File: src/source/stream_pkg.sv
// stream word and byte types; the fifo holds at most 16 words, so the count needs five bits.
package stream_pkg;

    typedef logic [31:0] word_t; // one fifo entry.
    typedef logic [7:0]  byte_t; // one host byte.

    localparam int fifo_depth = 16;

    // occupancy from 0 up to and including fifo_depth.
    typedef logic [4:0] fifo_count_t;

    // which source wins when both request.
    typedef enum logic {
        prio_pattern,
        prio_counter
    } arb_state_t;

endpackage

File: src/source/bus_pkg.sv
// register bus types and the fixed address map; every window spans 16 addresses.
package bus_pkg;

    // byte-wide register bus.
    typedef logic [15:0] bus_addr_t;
    typedef logic [7:0]  bus_data_t;

    // window bases.
    localparam bus_addr_t ctrl_base    = 16'h0000; // control byte at offset 0.
    localparam bus_addr_t pattern_base = 16'h0010; // pattern bytes at offsets 0 to 3.
    localparam bus_addr_t fifo_base    = 16'h0020; // fifo occupancy at offset 0.
    localparam bus_addr_t pulse_base   = 16'h0030; // any write fires the trigger.

    // offset bits inside one window.
    localparam bus_addr_t window_mask  = 16'h000f;

endpackage
File: src/source/ctrl_if.sv
// control levels, pattern word and a one-cycle trigger; driven only by the register block.
`timescale 1ns/1ps

interface ctrl_if;
    logic              counter_en;
    logic              pattern_en;
    logic              counter_direct;
    stream_pkg::word_t pattern;
    logic              trigger; // single cycle.

    modport regs (
        output counter_en, pattern_en, counter_direct, pattern, trigger
    );

    modport src (
        input counter_en, pattern_en, counter_direct, pattern, trigger
    );

endinterface

File: src/source/ctrl_regs.sv
// register block with a fixed address map; read data appears the cycle after bus_rd and holds.
`timescale 1ns/1ps

module ctrl_regs (
    input  logic                    BUS_CLK,
    input  logic                    BUS_RST,
    input  bus_pkg::bus_addr_t      bus_add,
    input  bus_pkg::bus_data_t      bus_data_in,
    output bus_pkg::bus_data_t      bus_data_out,
    input  logic                    bus_wr,
    input  logic                    bus_rd,
    input  stream_pkg::fifo_count_t fifo_count,
    ctrl_if.regs                    ctrl
);

    bus_pkg::bus_addr_t win_base;
    bus_pkg::bus_addr_t offset;
    logic               sel_ctrl;
    logic               sel_pattern;
    logic               sel_fifo;
    logic               sel_pulse;
    logic               ctrl_hit;
    logic               pattern_hit;
    logic               fifo_hit;
    bus_pkg::bus_data_t ctrl_reg;
    stream_pkg::word_t  pattern_reg;
    logic               trigger_q;
    bus_pkg::bus_data_t rd_data;

    // window decode.
    assign win_base    = bus_add & ~bus_pkg::window_mask;
    assign offset      = bus_add & bus_pkg::window_mask;
    assign sel_ctrl    = (win_base == bus_pkg::ctrl_base);
    assign sel_pattern = (win_base == bus_pkg::pattern_base);
    assign sel_fifo    = (win_base == bus_pkg::fifo_base);
    assign sel_pulse   = (win_base == bus_pkg::pulse_base);

    assign ctrl_hit    = sel_ctrl && (offset == '0);
    assign pattern_hit = sel_pattern && (offset < 16'd4);
    assign fifo_hit    = sel_fifo && (offset == '0);

    always_ff @(posedge BUS_CLK) begin
        if (BUS_RST) begin
            ctrl_reg    <= '0;
            pattern_reg <= '0;
        end else if (bus_wr) begin
            if (ctrl_hit)
                ctrl_reg <= bus_data_in;
            if (pattern_hit)
                pattern_reg[8*offset[1:0] +: 8] <= bus_data_in; // little endian bytes.
        end
    end

    // one pulse per write into the pulse window, data ignored.
    always_ff @(posedge BUS_CLK) begin
        if (BUS_RST)
            trigger_q <= 1'b0;
        else
            trigger_q <= bus_wr && sel_pulse;
    end

    // bit 0 counter enable, bit 1 pattern enable, bit 2 direct mode.
    assign ctrl.counter_en     = ctrl_reg[0];
    assign ctrl.pattern_en     = ctrl_reg[1];
    assign ctrl.counter_direct = ctrl_reg[2];
    assign ctrl.pattern        = pattern_reg;
    assign ctrl.trigger        = trigger_q;

    always_comb begin
        rd_data = '0; // unmapped reads as zero.
        if (ctrl_hit)
            rd_data = ctrl_reg;
        else if (pattern_hit)
            rd_data = pattern_reg[8*offset[1:0] +: 8];
        else if (fifo_hit)
            rd_data = bus_pkg::bus_data_t'(fifo_count);
    end

    always_ff @(posedge BUS_CLK) begin
        if (BUS_RST)
            bus_data_out <= '0;
        else if (bus_rd)
            bus_data_out <= rd_data;
    end

endmodule

File: src/flat_wrapper.sv
// flat-port wrapper written by rule: the top's interface ports become plain ports
module ctrl_regs_flat 
  (BUS_CLK, BUS_RST, bus_add, bus_data_in, bus_data_out, bus_wr, bus_rd, fifo_count, ctrl_counter_en, ctrl_pattern_en, ctrl_counter_direct, ctrl_pattern, ctrl_trigger);
  ctrl_if ctrl_i ();
  input  logic BUS_CLK;
  input  logic BUS_RST;
  input  bus_pkg::bus_addr_t bus_add;
  input  bus_pkg::bus_data_t bus_data_in;
  output bus_pkg::bus_data_t bus_data_out;
  input  logic bus_wr;
  input  logic bus_rd;
  input  stream_pkg::fifo_count_t fifo_count;
  output wire logic [$bits(ctrl_i.counter_en)-1:0] ctrl_counter_en;
  output wire logic [$bits(ctrl_i.pattern_en)-1:0] ctrl_pattern_en;
  output wire logic [$bits(ctrl_i.counter_direct)-1:0] ctrl_counter_direct;
  output wire logic [$bits(ctrl_i.pattern)-1:0] ctrl_pattern;
  output wire logic [$bits(ctrl_i.trigger)-1:0] ctrl_trigger;
  assign ctrl_counter_en = ctrl_i.counter_en;
  assign ctrl_pattern_en = ctrl_i.pattern_en;
  assign ctrl_counter_direct = ctrl_i.counter_direct;
  assign ctrl_pattern = ctrl_i.pattern;
  assign ctrl_trigger = ctrl_i.trigger;
  ctrl_regs u_core (.BUS_CLK(BUS_CLK), .BUS_RST(BUS_RST), .bus_add(bus_add), .bus_data_in(bus_data_in), .bus_data_out(bus_data_out), .bus_wr(bus_wr), .bus_rd(bus_rd), .fifo_count(fifo_count), .ctrl(ctrl_i));
endmodule
File: config.mk
export PLATFORM = sky130hd
export DESIGN_NAME = ctrl_regs_flat
export DESIGN_NICKNAME = d
export VERILOG_FILES = /design/src/source/stream_pkg.sv /design/src/source/bus_pkg.sv /design/src/source/ctrl_if.sv /design/src/source/ctrl_regs.sv /design/src/flat_wrapper.sv
export SDC_FILE = /design/constraint.sdc
export NUM_CORES = 1
export LEC_CHECK = 0
export ABC_AREA = 1
export BUFFER_PORTS_ARGS = -buffer_cell sky130_fd_sc_hd__buf_2
export CAP_MARGIN = 0
export CORE_MARGIN = 2
export CORE_UTILIZATION = 40
export CTS_CLUSTER_DIAMETER = 50
export CTS_CLUSTER_SIZE = 8
export DETAILED_ROUTE_END_ITERATION = 6
export PLACE_DENSITY_LB_ADDON = 0.1
export SYNTH_ARGS = -nofsm -noshare
export SYNTH_HDL_FRONTEND = slang
export SYNTH_SLANG_ARGS = --single-unit
export TNS_END_PERCENT = 10
File: constraint.sdc
create_clock -name BUS_CLK -period 4.15 [get_ports BUS_CLK]
set_input_delay 0.2075 -clock BUS_CLK [delete_from_list [all_inputs] [get_ports BUS_CLK]]
set_output_delay 0.2075 -clock BUS_CLK [all_outputs]
set_load 0.005 [all_outputs]
Yosys cells after proc, flatten, opt, wreduce, memory -nomap -nowiden
Index checks and enable logic that the tools add are counted.

Register bits after elaboration: 49. Bits of input ports: 33. Word-level logic and storage cells: 24.

Add/subtract/negate cells: 1. Order comparisons: 1. Equal/unequal tests: 3. Shift operators: 3. Muxes and demuxes: 4. Reduce and logical (&&, ||, !) cells: 8.

Operators by type and width (number): $neg 5->34 (1); $shift 8x34->32 const A (1); $shiftx 8x34->32 (1); $bwmux 32 (1); $logic_not 16->1 (2); $shiftx 32x6->8 (1); $eq 12x2->1 const B (2); $mux 8 (2); $eq 12x1->1 const B (1); $mux 5 (1); $logic_and 1x1->1 (4); $lt 4x3->1 const B (1); $reduce_and 2->1 (2).

Depth between registers and ports, before layout
Gate-level depths: netlist of run 1.

Depth in word-level cells: 5. Mapped depth: 11. Gate-level depth less buffers: 9.

Least setup slack after synthesis of run 1
OpenSTA, ideal clock, no wires.

Kind: in2reg. Start point: input bus_add[0]. End point: register u_core.pattern_reg[14], in the netlist u_core.ctrl.pattern[14]. Setup time: 64 ps. Data arrival time: 1785 ps. Required time: 4086 ps. Path slack: 2301 ps. Stages on the path: 11. Cell sequence: buf_4 -> clkinv_1 -> buf_2 -> ha_1 -> buf_2 -> inv_1 -> nor2_1 -> inv_1 -> nor3_1 -> nor2_1 -> nor2_1.

Cells in the longest elaborated chain, start to end: 3. Elaborated cells on any way between the ends: 7.

Ends and longest elaborated chain: from (decl) (line flat_wrapper.sv:7) `input bus_pkg::bus_addr_t bus_add;`; $neg 5->34 / $lt 4x3->1 (equally long branches) (line ctrl_regs.sv:50, ctrl_regs.sv:39); $shiftx 8x34->32, or another cell as far along (line ctrl_regs.sv:50) `pattern_reg[8*offset[1:0] +: 8] <= bus_data_in;`; $bwmux 32 / $reduce_and 2->1 (equally long branches); to (signal, indexed assignment) (line ctrl_regs.sv:50); to (decl) (line ctrl_regs.sv:26) `stream_pkg::word_t pattern_reg;`.

Several ways; a longest one is shown, not always the timed one. A chain may end at the register's enable or synchronous reset.

Worst setup path in the final report of run 1
Start point: input bus_add[0]. End point: register u_core.pattern_reg[17], in the netlist u_core.ctrl.pattern[17].

Same word-level chain as after synthesis.

==> results of run 1 <==
[metal layers]
metal / global-route usage (%) / vias to the layer above / routed length (microns)
met4: 4.61 / 0 / 78
met3: 3.88 / 9 / 466
met1: 29.3 / 1435 / 3880
li1: - / 1631 / -
met5: 0 / - / 0
met2: 35.6 / 105 / 3940
[worst max-delay path, cell delays in order]
cell	delay (ns)
buf_2	0.50
clkinv_1	0.20
ha_1	0.48
inv_1	0.17
nor2_1	0.29
inv_1	0.15
nor3_1	0.19
nor2_1	0.08
nor2_1	0.10
[through the flow]
step	util, %	instance area [sq um]	worst slack, ns
5_1_grt	47.4	3380	1.71
3_5_place_dp	46.2	3300	1.68
4_1_cts	47.4	3380	2.01
3_3_place_gp	46.2	3300	1.71
2_1_floorplan	-	2910	2.30
6_report	47.4	3380	2.01
[cell type report]
class                           count  area (sq um)
Inverter                           60           225
Fill cell                         831          3750
Clock inverter                      2          10.0
Clock buffer                        6          72.6
Timing Repair Buffer               78           395
Tap cell                           99           124
Multi-Input combinational cell    349          1570
Sequential cell                    49           981
[placed cells by master, fill, tap and decap left out, types with 6 or more instances in the layout]
cell,instances
nor3_1,6
nor2_1,127
buf_2,76
nand3_1,24
dfxtp_1,49
inv_1,57
nand4_1,36
nand2_1,118
o21ai_0,21
[logic make-up (layout without fill, tap and decap cells)]
logic type | count (synthesis) | count (layout) | synth area share, %
AND/OR/NAND/NOR | 318 | 318 | 47.1
buffers and inverters | 85 | 146 | 12.1
AO/OA/AOI/OAI | 26 | 26 | 4.91
adder cells (fa/ha/maj) | 5 | 5 | 2.15
flip-flops | 49 | 49 | 33.7
[cell usage after synthesis, drive strengths merged]
library cell and instances:
clkinv 1, clkbuf 2, nor2 130, o21ai 21, nand3 26, ha 5, nor3 7, inv 59
o211ai 5, dfxtp 49, nor4 1, buf 23, nand2 118, nand4 36
[where the power goes]
| group | switching (mW) | internal [mW] | total (mW) |
|---|---|---|---|
| Sequential | 0.00161 | 0.473 | 0.475 |
| Combinational | 0.0809 | 0.0368 | 0.118 |
| Clock | 0.163 | 0.117 | 0.280 |
| Total | 0.245 | 0.627 | 0.873 |
[worst min path at each step]
stage / end / slack (ns) / cells past startpoint
floorplan: u_core.bus_data_out[5] / 0.36 / 3
global route: u_core.ctrl.trigger / 0.19 / 3
global placement: u_core.bus_data_out[0] / 0.49 / 2
CTS: u_core.ctrl.trigger / 0.19 / 3
finish: u_core.ctrl.trigger / 0.18 / 3
detailed placement: u_core.ctrl.pattern[8] / 0.49 / 2
==> flow_summary.ini, run 1 <==
[run_status]
status = completed

[detailed_routing]
via_count = 3180
routed_wl_microns = 8360
drt_first_iter_violations = 163
drt-vias-per-instance = 4.95
antenna_left = 0
first_pass_iters = 6
wire_per_inst_microns = 13.0
drc = 0

[sta]
slew_viol_final = 0
final.period_utilization_pct = 51.5
setup_viol = 0
final-hold-violation-count = 0
fin_hold_ws_ns = 0.184
skew_ns = 0.00752
tightest_slew_ns = 0.775
rsz0062_at_grt = false
clock.fmax_ghz = 0.468
setup-tns-final_ns = 0
post-route-min-period_ns = 2.14
max_slew_margin_pct = 48.2

[cells_and_area]
fin_cells = 643
area_delta_synth_final_pct = 16.3
antenna_cells = 0
final_nets = 581
largest_reg_flops = 32
drive_above_1_share_pct = 17.1

[worst_setup_path]
r2r_end = u_core.bus_data_out[4]
endpoint = u_core.ctrl.pattern[17]
startpoint_type = input port
path_max_fanout = 39
rrSetupSlack_ns = 3.01
crit_type = input port to flip-flop
cp-startpoint = bus_add[0]
worst_setup_path_end_kind = flip-flop
ff2ff_path_depth = 8
critPathArrivalTime_ns = 2.38
reg2reg_from = u_core.ctrl.pattern[4]
worstPathRequired_ns = 4.40

[clocking]
post_cts_buffers = 0
cts_root_buffer = clkbuf_8
htreeDepth = 2
cts_inserted_buffers = 5
cts_num_sinks = 49
post_cts_resized = 0
cts.path.max_buffers = 2
clk_pin_slew_ns = 0.09
clock_latency_ns = 0.31
cts_hold_buf = 0
cts_tree = done

[yosys]
ys_ff_latch = 49
synth.net_count = 521
ys_seq_area_share_pct = 33.7
synth_top_area_share_pct = 33.7
synthTopCellsByArea = dfxtp_1 (34%), nor2_1 (16%), nand2_1 (15%)
syn_area_sq_um = 2910
yosys.area.top_type = dfxtp_1
syn_inst = 483
ys_types = 24
syn_avg_cell_area_sq_um = 6.02
yosys_warnings = 0

[global_routing]
gr-total-overflow = 0
grt_max_degree = 47
grt_pass1_vias = 2751
grt_pass1_wl_microns = 13300
grt_usage_pct = 21.5
antenna_found_initial = 0

[floorplanning]
ioPinCount = 77
start_util_pct = 40.7
coreArea_sq_um = 7140
num_rows = 31
dieArea_sq_um = 7970
die_h_microns = 89.3
die_x_microns = 89.3

[placed_design]
dp_hpwl_microns = 6230
portBuffers = 76
dp.cells = 635
place_congestion = 0.936

[power_and_ir_drop]
leakage_nw = 1.76
powerDensity_nw_per_um2 = 258
finalPower_mw = 0.873
ir_drop_mv = 0.116

[min_path]
hold_class = input port to flip-flop
hold_path.startpoint = bus_add[5]

[run]
cap_violations = 0
Note: power is estimated with default switching activity, not from simulation.
==> run 2, diff against run 1 <==
ABC_AREA = 0   (was 1)
clock period = 2.1 ns   (was 4.15 ns; I/O delays follow)
==> run 2 against run 1 <==
  * Non-clock buffer count increased by 20
  * Clock-buffer cell count increased by 1
  * Critical path depth decreased by 4
  * Combinational power increased by 64%
  * Synthesized area decreased by 15%
  * Synthesized cell count decreased by 46%
  * Global-route usage increased by 0.57 points
  * Utilization increased by 4.1 points
  * Cell count decreased by 35%
  * Critical path type unchanged
==> flow_summary.ini, run 2 <==
[yosys]
ys_types = 32
yosys_warnings = 0
synthArstFlopShare_pct = 0
ys_seq_area_share_pct = 39.7
synth_top_area_share_pct = 39.7
synth.net_count = 301
synth_edf_count = 0
syn_avg_cell_area_sq_um = 9.39
ys_ff_latch = 49
synth-main-ff-cell = dfxtp_1
syn_area_sq_um = 2470
synthTopCellsByArea = dfxtp_1 (40%), a21oi_1 (8.1%), nand4_1 (8.1%)
yosysMostFrequentCell = dfxtp_1
synthTopCellsByCount = dfxtp_1 (49), a21oi_1 (40), nand4_1 (32), o21ai_1 (27), clkbuf_1 (10)
yosys.area.top_type = dfxtp_1
syn_inst = 263

[floorplanning]
start_util_pct = 41.5
ioPinCount = 77
dieArea_sq_um = 6820
num_rows = 28
die_h_microns = 82.6
die_x_microns = 82.6
coreArea_sq_um = 5960

[sta]
skew_ns = 0.00241
rsz0062_at_grt = false
final-hold-violation-count = 0
fin_hold_ws_ns = 0.0724
slew_viol_final = 0
post-route-min-period_ns = 1.79
clock.fmax_ghz = 0.560
setup_slack_ns = 0.315
setup_viol = 0
final.period_utilization_pct = 85.0
setup-tns-final_ns = 0
max_slew_margin_pct = 65.2
tightest_slew_ns = 0.523

[global_routing]
grt_pass1_vias = 2322
antenna_found_initial = 0
grt_usage_pct = 22.0
grt_max_degree = 33
gr-total-overflow = 0
grt_pass1_wl_microns = 11400

[cells_and_area]
regArea_sq_um = 981
area_delta_synth_final_pct = 24.2
drive_above_1_share_pct = 36.9
largest_reg_flops = 32
layout_common_cells = buf_2 (76), dfxtp_1 (49), a21oi_1 (40), nand4_1 (32), o21ai_1 (27)
finish.utilization_pct = 51.5
multiInputGateArea_sq_um = 1310
n_fill_cell = 616
fin_cells = 419
final_common_cell = buf_2
final_nets = 382
antenna_cells = 0

[clocking]
cts_tree = done
post_cts_buffers = 0
cts_root_buffer = clkbuf_8
cts_inserted_buffers = 5
clk_pin_slew_ns = 0.08
clock_latency_ns = 0.29
cts_hold_buf = 0
cts_num_sinks = 49
htreeDepth = 2
post_cts_resized = 0
cts.path.max_buffers = 2

[min_path]
holdPathStages = 3
hold_class = input port to flip-flop

[worst_setup_path]
path_max_fanout = 32
crit_cells = 5
slowest_stage = or4_4
worst_setup_path_end_kind = flip-flop
path_buf_inv = 1
worstPathRequired_ns = 2.27
startpoint_type = input port
cpPeakStageDelay_ns = 0.77
crit_type = input port to flip-flop
critPathArrivalTime_ns = 1.95
cp_top_family = simple AND/OR/NAND/NOR gates
worstPathCellList = buf_2 -> or4_1 -> or4_4 -> o21ai_0 -> a21oi_1
ff2ff_path_depth = 3

[placed_design]
place_congestion = 0.840
portBuffers = 76
dp_hpwl_microns = 5210
dp.cells = 412
place_ws_ns = 0.0220

[detailed_routing]
drc = 0
first_pass_iters = 4
antenna_left = 0
routed_wl_microns = 7300
drt-vias-per-instance = 5.90
drt_first_iter_violations = 105
wire_per_inst_microns = 17.4
via_count = 2471

[power_and_ir_drop]
powerDensity_nw_per_um2 = 552
ir_drop_mv = 0.340
leakage_nw = 1.22

[run_status]
status = completed

[run]
cap_violations = 0
==> run 2: worst paths after layout <==
kind	startpoint	to	slack [ns]
max	bus_add[13]	u_core.ctrl.pattern[6]	0.31
min	bus_add[6]	u_core.ctrl.trigger	0.07
max reg2reg	u_core.ctrl.pattern[12]	u_core.bus_data_out[4]	0.82
min reg2reg	u_core.ctrl_reg[3]	u_core.ctrl_reg[3]	0.48
==> run 2: worst min-delay path, stage by stage <==
cell	delay, ns
buf_2	0.09
or3_2	0.10
nor3_1	0.04
==> run 2: cell type report <==
cell class / instances / share of cell area (%)
Multi-Input combinational cell: 183 / 42.7
Sequential cell: 49 / 32.0
Inverter: 7 / 0.856
Clock buffer: 7 / 2.81
Tap cell: 75 / 3.06
Timing Repair Buffer: 98 / 18.6
==> run 2: per-stage QoR <==
stage / cell area (sq um) / power [mW]
4_1_cts: 3070 / 1.71
2_1_floorplan: 2470 / 1.06
3_3_place_gp: 2980 / 1.15
3_5_place_dp: 2980 / 1.15
6_report: 3070 / 1.69
5_1_grt: 3070 / 1.76
==> run 2: kinds of logic after synthesis <==
group	share of synthesized area [%]
and+or+nand+nor	20.8
DFF	39.7
buffers and inverters	7.24
AOI/OAI and AO/OA	22.4
adders and majority gates	2.53
muxes	7.29
==> run 2: routing by layer <==
metal / GRT usage, % / wire length [microns]
met1: 29.6 / 3300
met2: 36.1 / 3440
met3: 3.70 / 454
met4: 7.05 / 106
met5: 0 / 0
==> run 2: report_power, final <==
| group | total, mW | switching [mW] | internal (mW) | leakage [nW] |
|---|---|---|---|---|
| Combinational | 0.193 | 0.120 | 0.0727 | 0.775 |
| Sequential | 0.939 | 0.00313 | 0.935 | 0.396 |
| Clock | 0.561 | 0.299 | 0.262 | 0.0443 |
| Total | 1.69 | 0.422 | 1.27 | 1.22 |
==> run 3, diff against run 2 <==
CTS_BUF_LIST = sky130_fd_sc_hd__clkbuf_2   (was not set)
==> run 3 against run 2 <==
  * Via count increased by 1.5%
  * Power decreased by 10%
  * Clock-buffer cell count decreased by 1
  * Die area unchanged
  * Global-route usage increased by 0.39 points
  * Cell area increased by 2.2%
  * Largest cell class unchanged
  * Critical path type unchanged
  * Clock skew increased by 0.012 ns
  * Critical endpoint unchanged
  * Cell count increased by 2.9%
  * Hold slack got worse by 0.0089 ns
==> flow_summary.ini, run 3 (synthesis gave the netlist of run 2 again) <==
[sta]
clock.fmax_ghz = 0.492
max_slew_margin_pct = 65.5
rsz0062_at_grt = false
skew_ns = 0.0148
setup-tns-final_ns = 0
tightest_slew_ns = 0.518
final-hold-violation-count = 0
setup_viol = 0
slew_viol_final = 0
setup_slack_ns = 0.0691
post-route-min-period_ns = 2.03
final.period_utilization_pct = 96.7

[clocking]
cts_tree = done
cts.path.max_buffers = 2
clk_pin_slew_ns = 0.24
htreeDepth = 2
post_cts_buffers = 0
cts_root_buffer = clkbuf_2
clock_latency_ns = 0.40
cts_hold_buf = 12
post_cts_resized = 0
cts_inserted_buffers = 5
cts_num_sinks = 49

[cells_and_area]
final_nets = 394
final_common_cell = buf_2
largest_reg_flops = 32
area_delta_synth_final_pct = 27.0
layout_common_cells = buf_2 (76), dfxtp_1 (49), a21oi_1 (40), nand4_1 (32), o21ai_1 (27)
drive_above_1_share_pct = 35.7
fin_cells = 431
antenna_cells = 0

[worst_setup_path]
worstPathCellList = dlygate4sd3_1 -> buf_2 -> or3_2 -> or4_4 -> o21ai_0 -> a21oi_1
path_max_fanout = 32
crit_type = input port to flip-flop
worst_setup_path_end_kind = flip-flop
path_buf_inv = 2
cp_top_family = simple AND/OR/NAND/NOR gates
startpoint_type = input port
worstPathRequired_ns = 2.40
critPathArrivalTime_ns = 2.33
slowest_stage = or4_4
cpPeakStageDelay_ns = 0.71

[detailed_routing]
via_count = 2507
drt-vias-per-instance = 5.82
drt_first_iter_violations = 125
drc = 0
first_pass_iters = 4
routed_wl_microns = 7360
wire_per_inst_microns = 17.1
antenna_left = 0

[floorplanning]
dieArea_sq_um = 6820
die_x_microns = 82.6
start_util_pct = 41.5
coreArea_sq_um = 5960
num_rows = 28
ioPinCount = 77
die_h_microns = 82.6

[power_and_ir_drop]
finalPower_mw = 1.52
ir_drop_mv = 0.288
powerDensity_nw_per_um2 = 483
leakage_nw = 1.24

[global_routing]
grt_pass1_wl_microns = 11700
grt_pass1_vias = 2409
grt_usage_pct = 22.4
use_met3_pct = 3.70
grt_busiest_layer = met2
antenna_found_initial = 0
grt_max_degree = 33
grtUsageMet1_pct = 29.8
gr-total-overflow = 0
grt_util_met2_pct = 37.3

[placed_design]
dp.cells = 412
portBuffers = 76
place_congestion = 0.840
dp_hpwl_microns = 5210
place_ws_ns = 0.0220

[run_status]
status = completed

[run]
cap_violations = 0

[min_path]
hold_class = input port to flip-flop
## run 3: changes by cell type in the layout (fill, tap and decap cells not counted), sizes merged
cell	change
clkinv	+1
clkbuf	-1
dlygate4sd3	+12
## run 3: stage by stage
step | utilization, % | hold WS (ns) | instance area [sq um]
after floorplan | - | 0.253 | 2470
after global placement | 50.1 | 0.388 | 2980
after detailed placement | 50.1 | 0.391 | 2980
after CTS | 52.6 | 0.0410 | 3140
after global routing | 52.6 | 0.0576 | 3140
final | 52.6 | 0.0635 | 3140
## run 3: worst paths after layout
check / startpoint / endpoint / slack, ns / cells past startpoint
worst max-delay path: bus_add[5] / u_core.ctrl.pattern[6] / 0.07 / 6
worst min-delay path: fifo_count[0] / u_core.bus_data_out[0] / 0.06 / 3
worst max register to register: u_core.ctrl.pattern[4] / u_core.bus_data_out[4] / 0.82 / 3
worst min register to register: u_core.ctrl_reg[6] / u_core.ctrl_reg[6] / 0.50 / 2
## run 3: report_power, final
part	total, mW	switching, mW	leakage [nW]	internal (mW)
registers	0.943	0.00314	0.396	0.940
clock network	0.365	0.287	0.0265	0.0778
logic	0.208	0.122	0.820	0.0856
total	1.52	0.412	1.24	1.10
## run 3: area by class of cell
cell class | count | area, sq um
Timing Repair Buffer | 110 | 691
Inverter | 7 | 26.3
Clock buffer | 6 | 30.0
Sequential cell | 49 | 981
Multi-Input combinational cell | 183 | 1310
Clock inverter | 1 | 3.75
Tap cell | 75 | 93.8
Fill cell | 608 | 2820
## run 3: worst register-to-register path: cells and delay by family, from the launching register on
kind / cells / cell delay [ns]
compound gates: 2 / 0.35
flops: 1 / 0.38
mux: 1 / 0.47
## run 3: metal layers
metal / part of all wire [%] / up-vias
met2: 48 / 96
met3: 6.7 / 11
li1: - / 1201
met1: 44 / 1199
met4: 1.3 / 0
met5: 0 / -
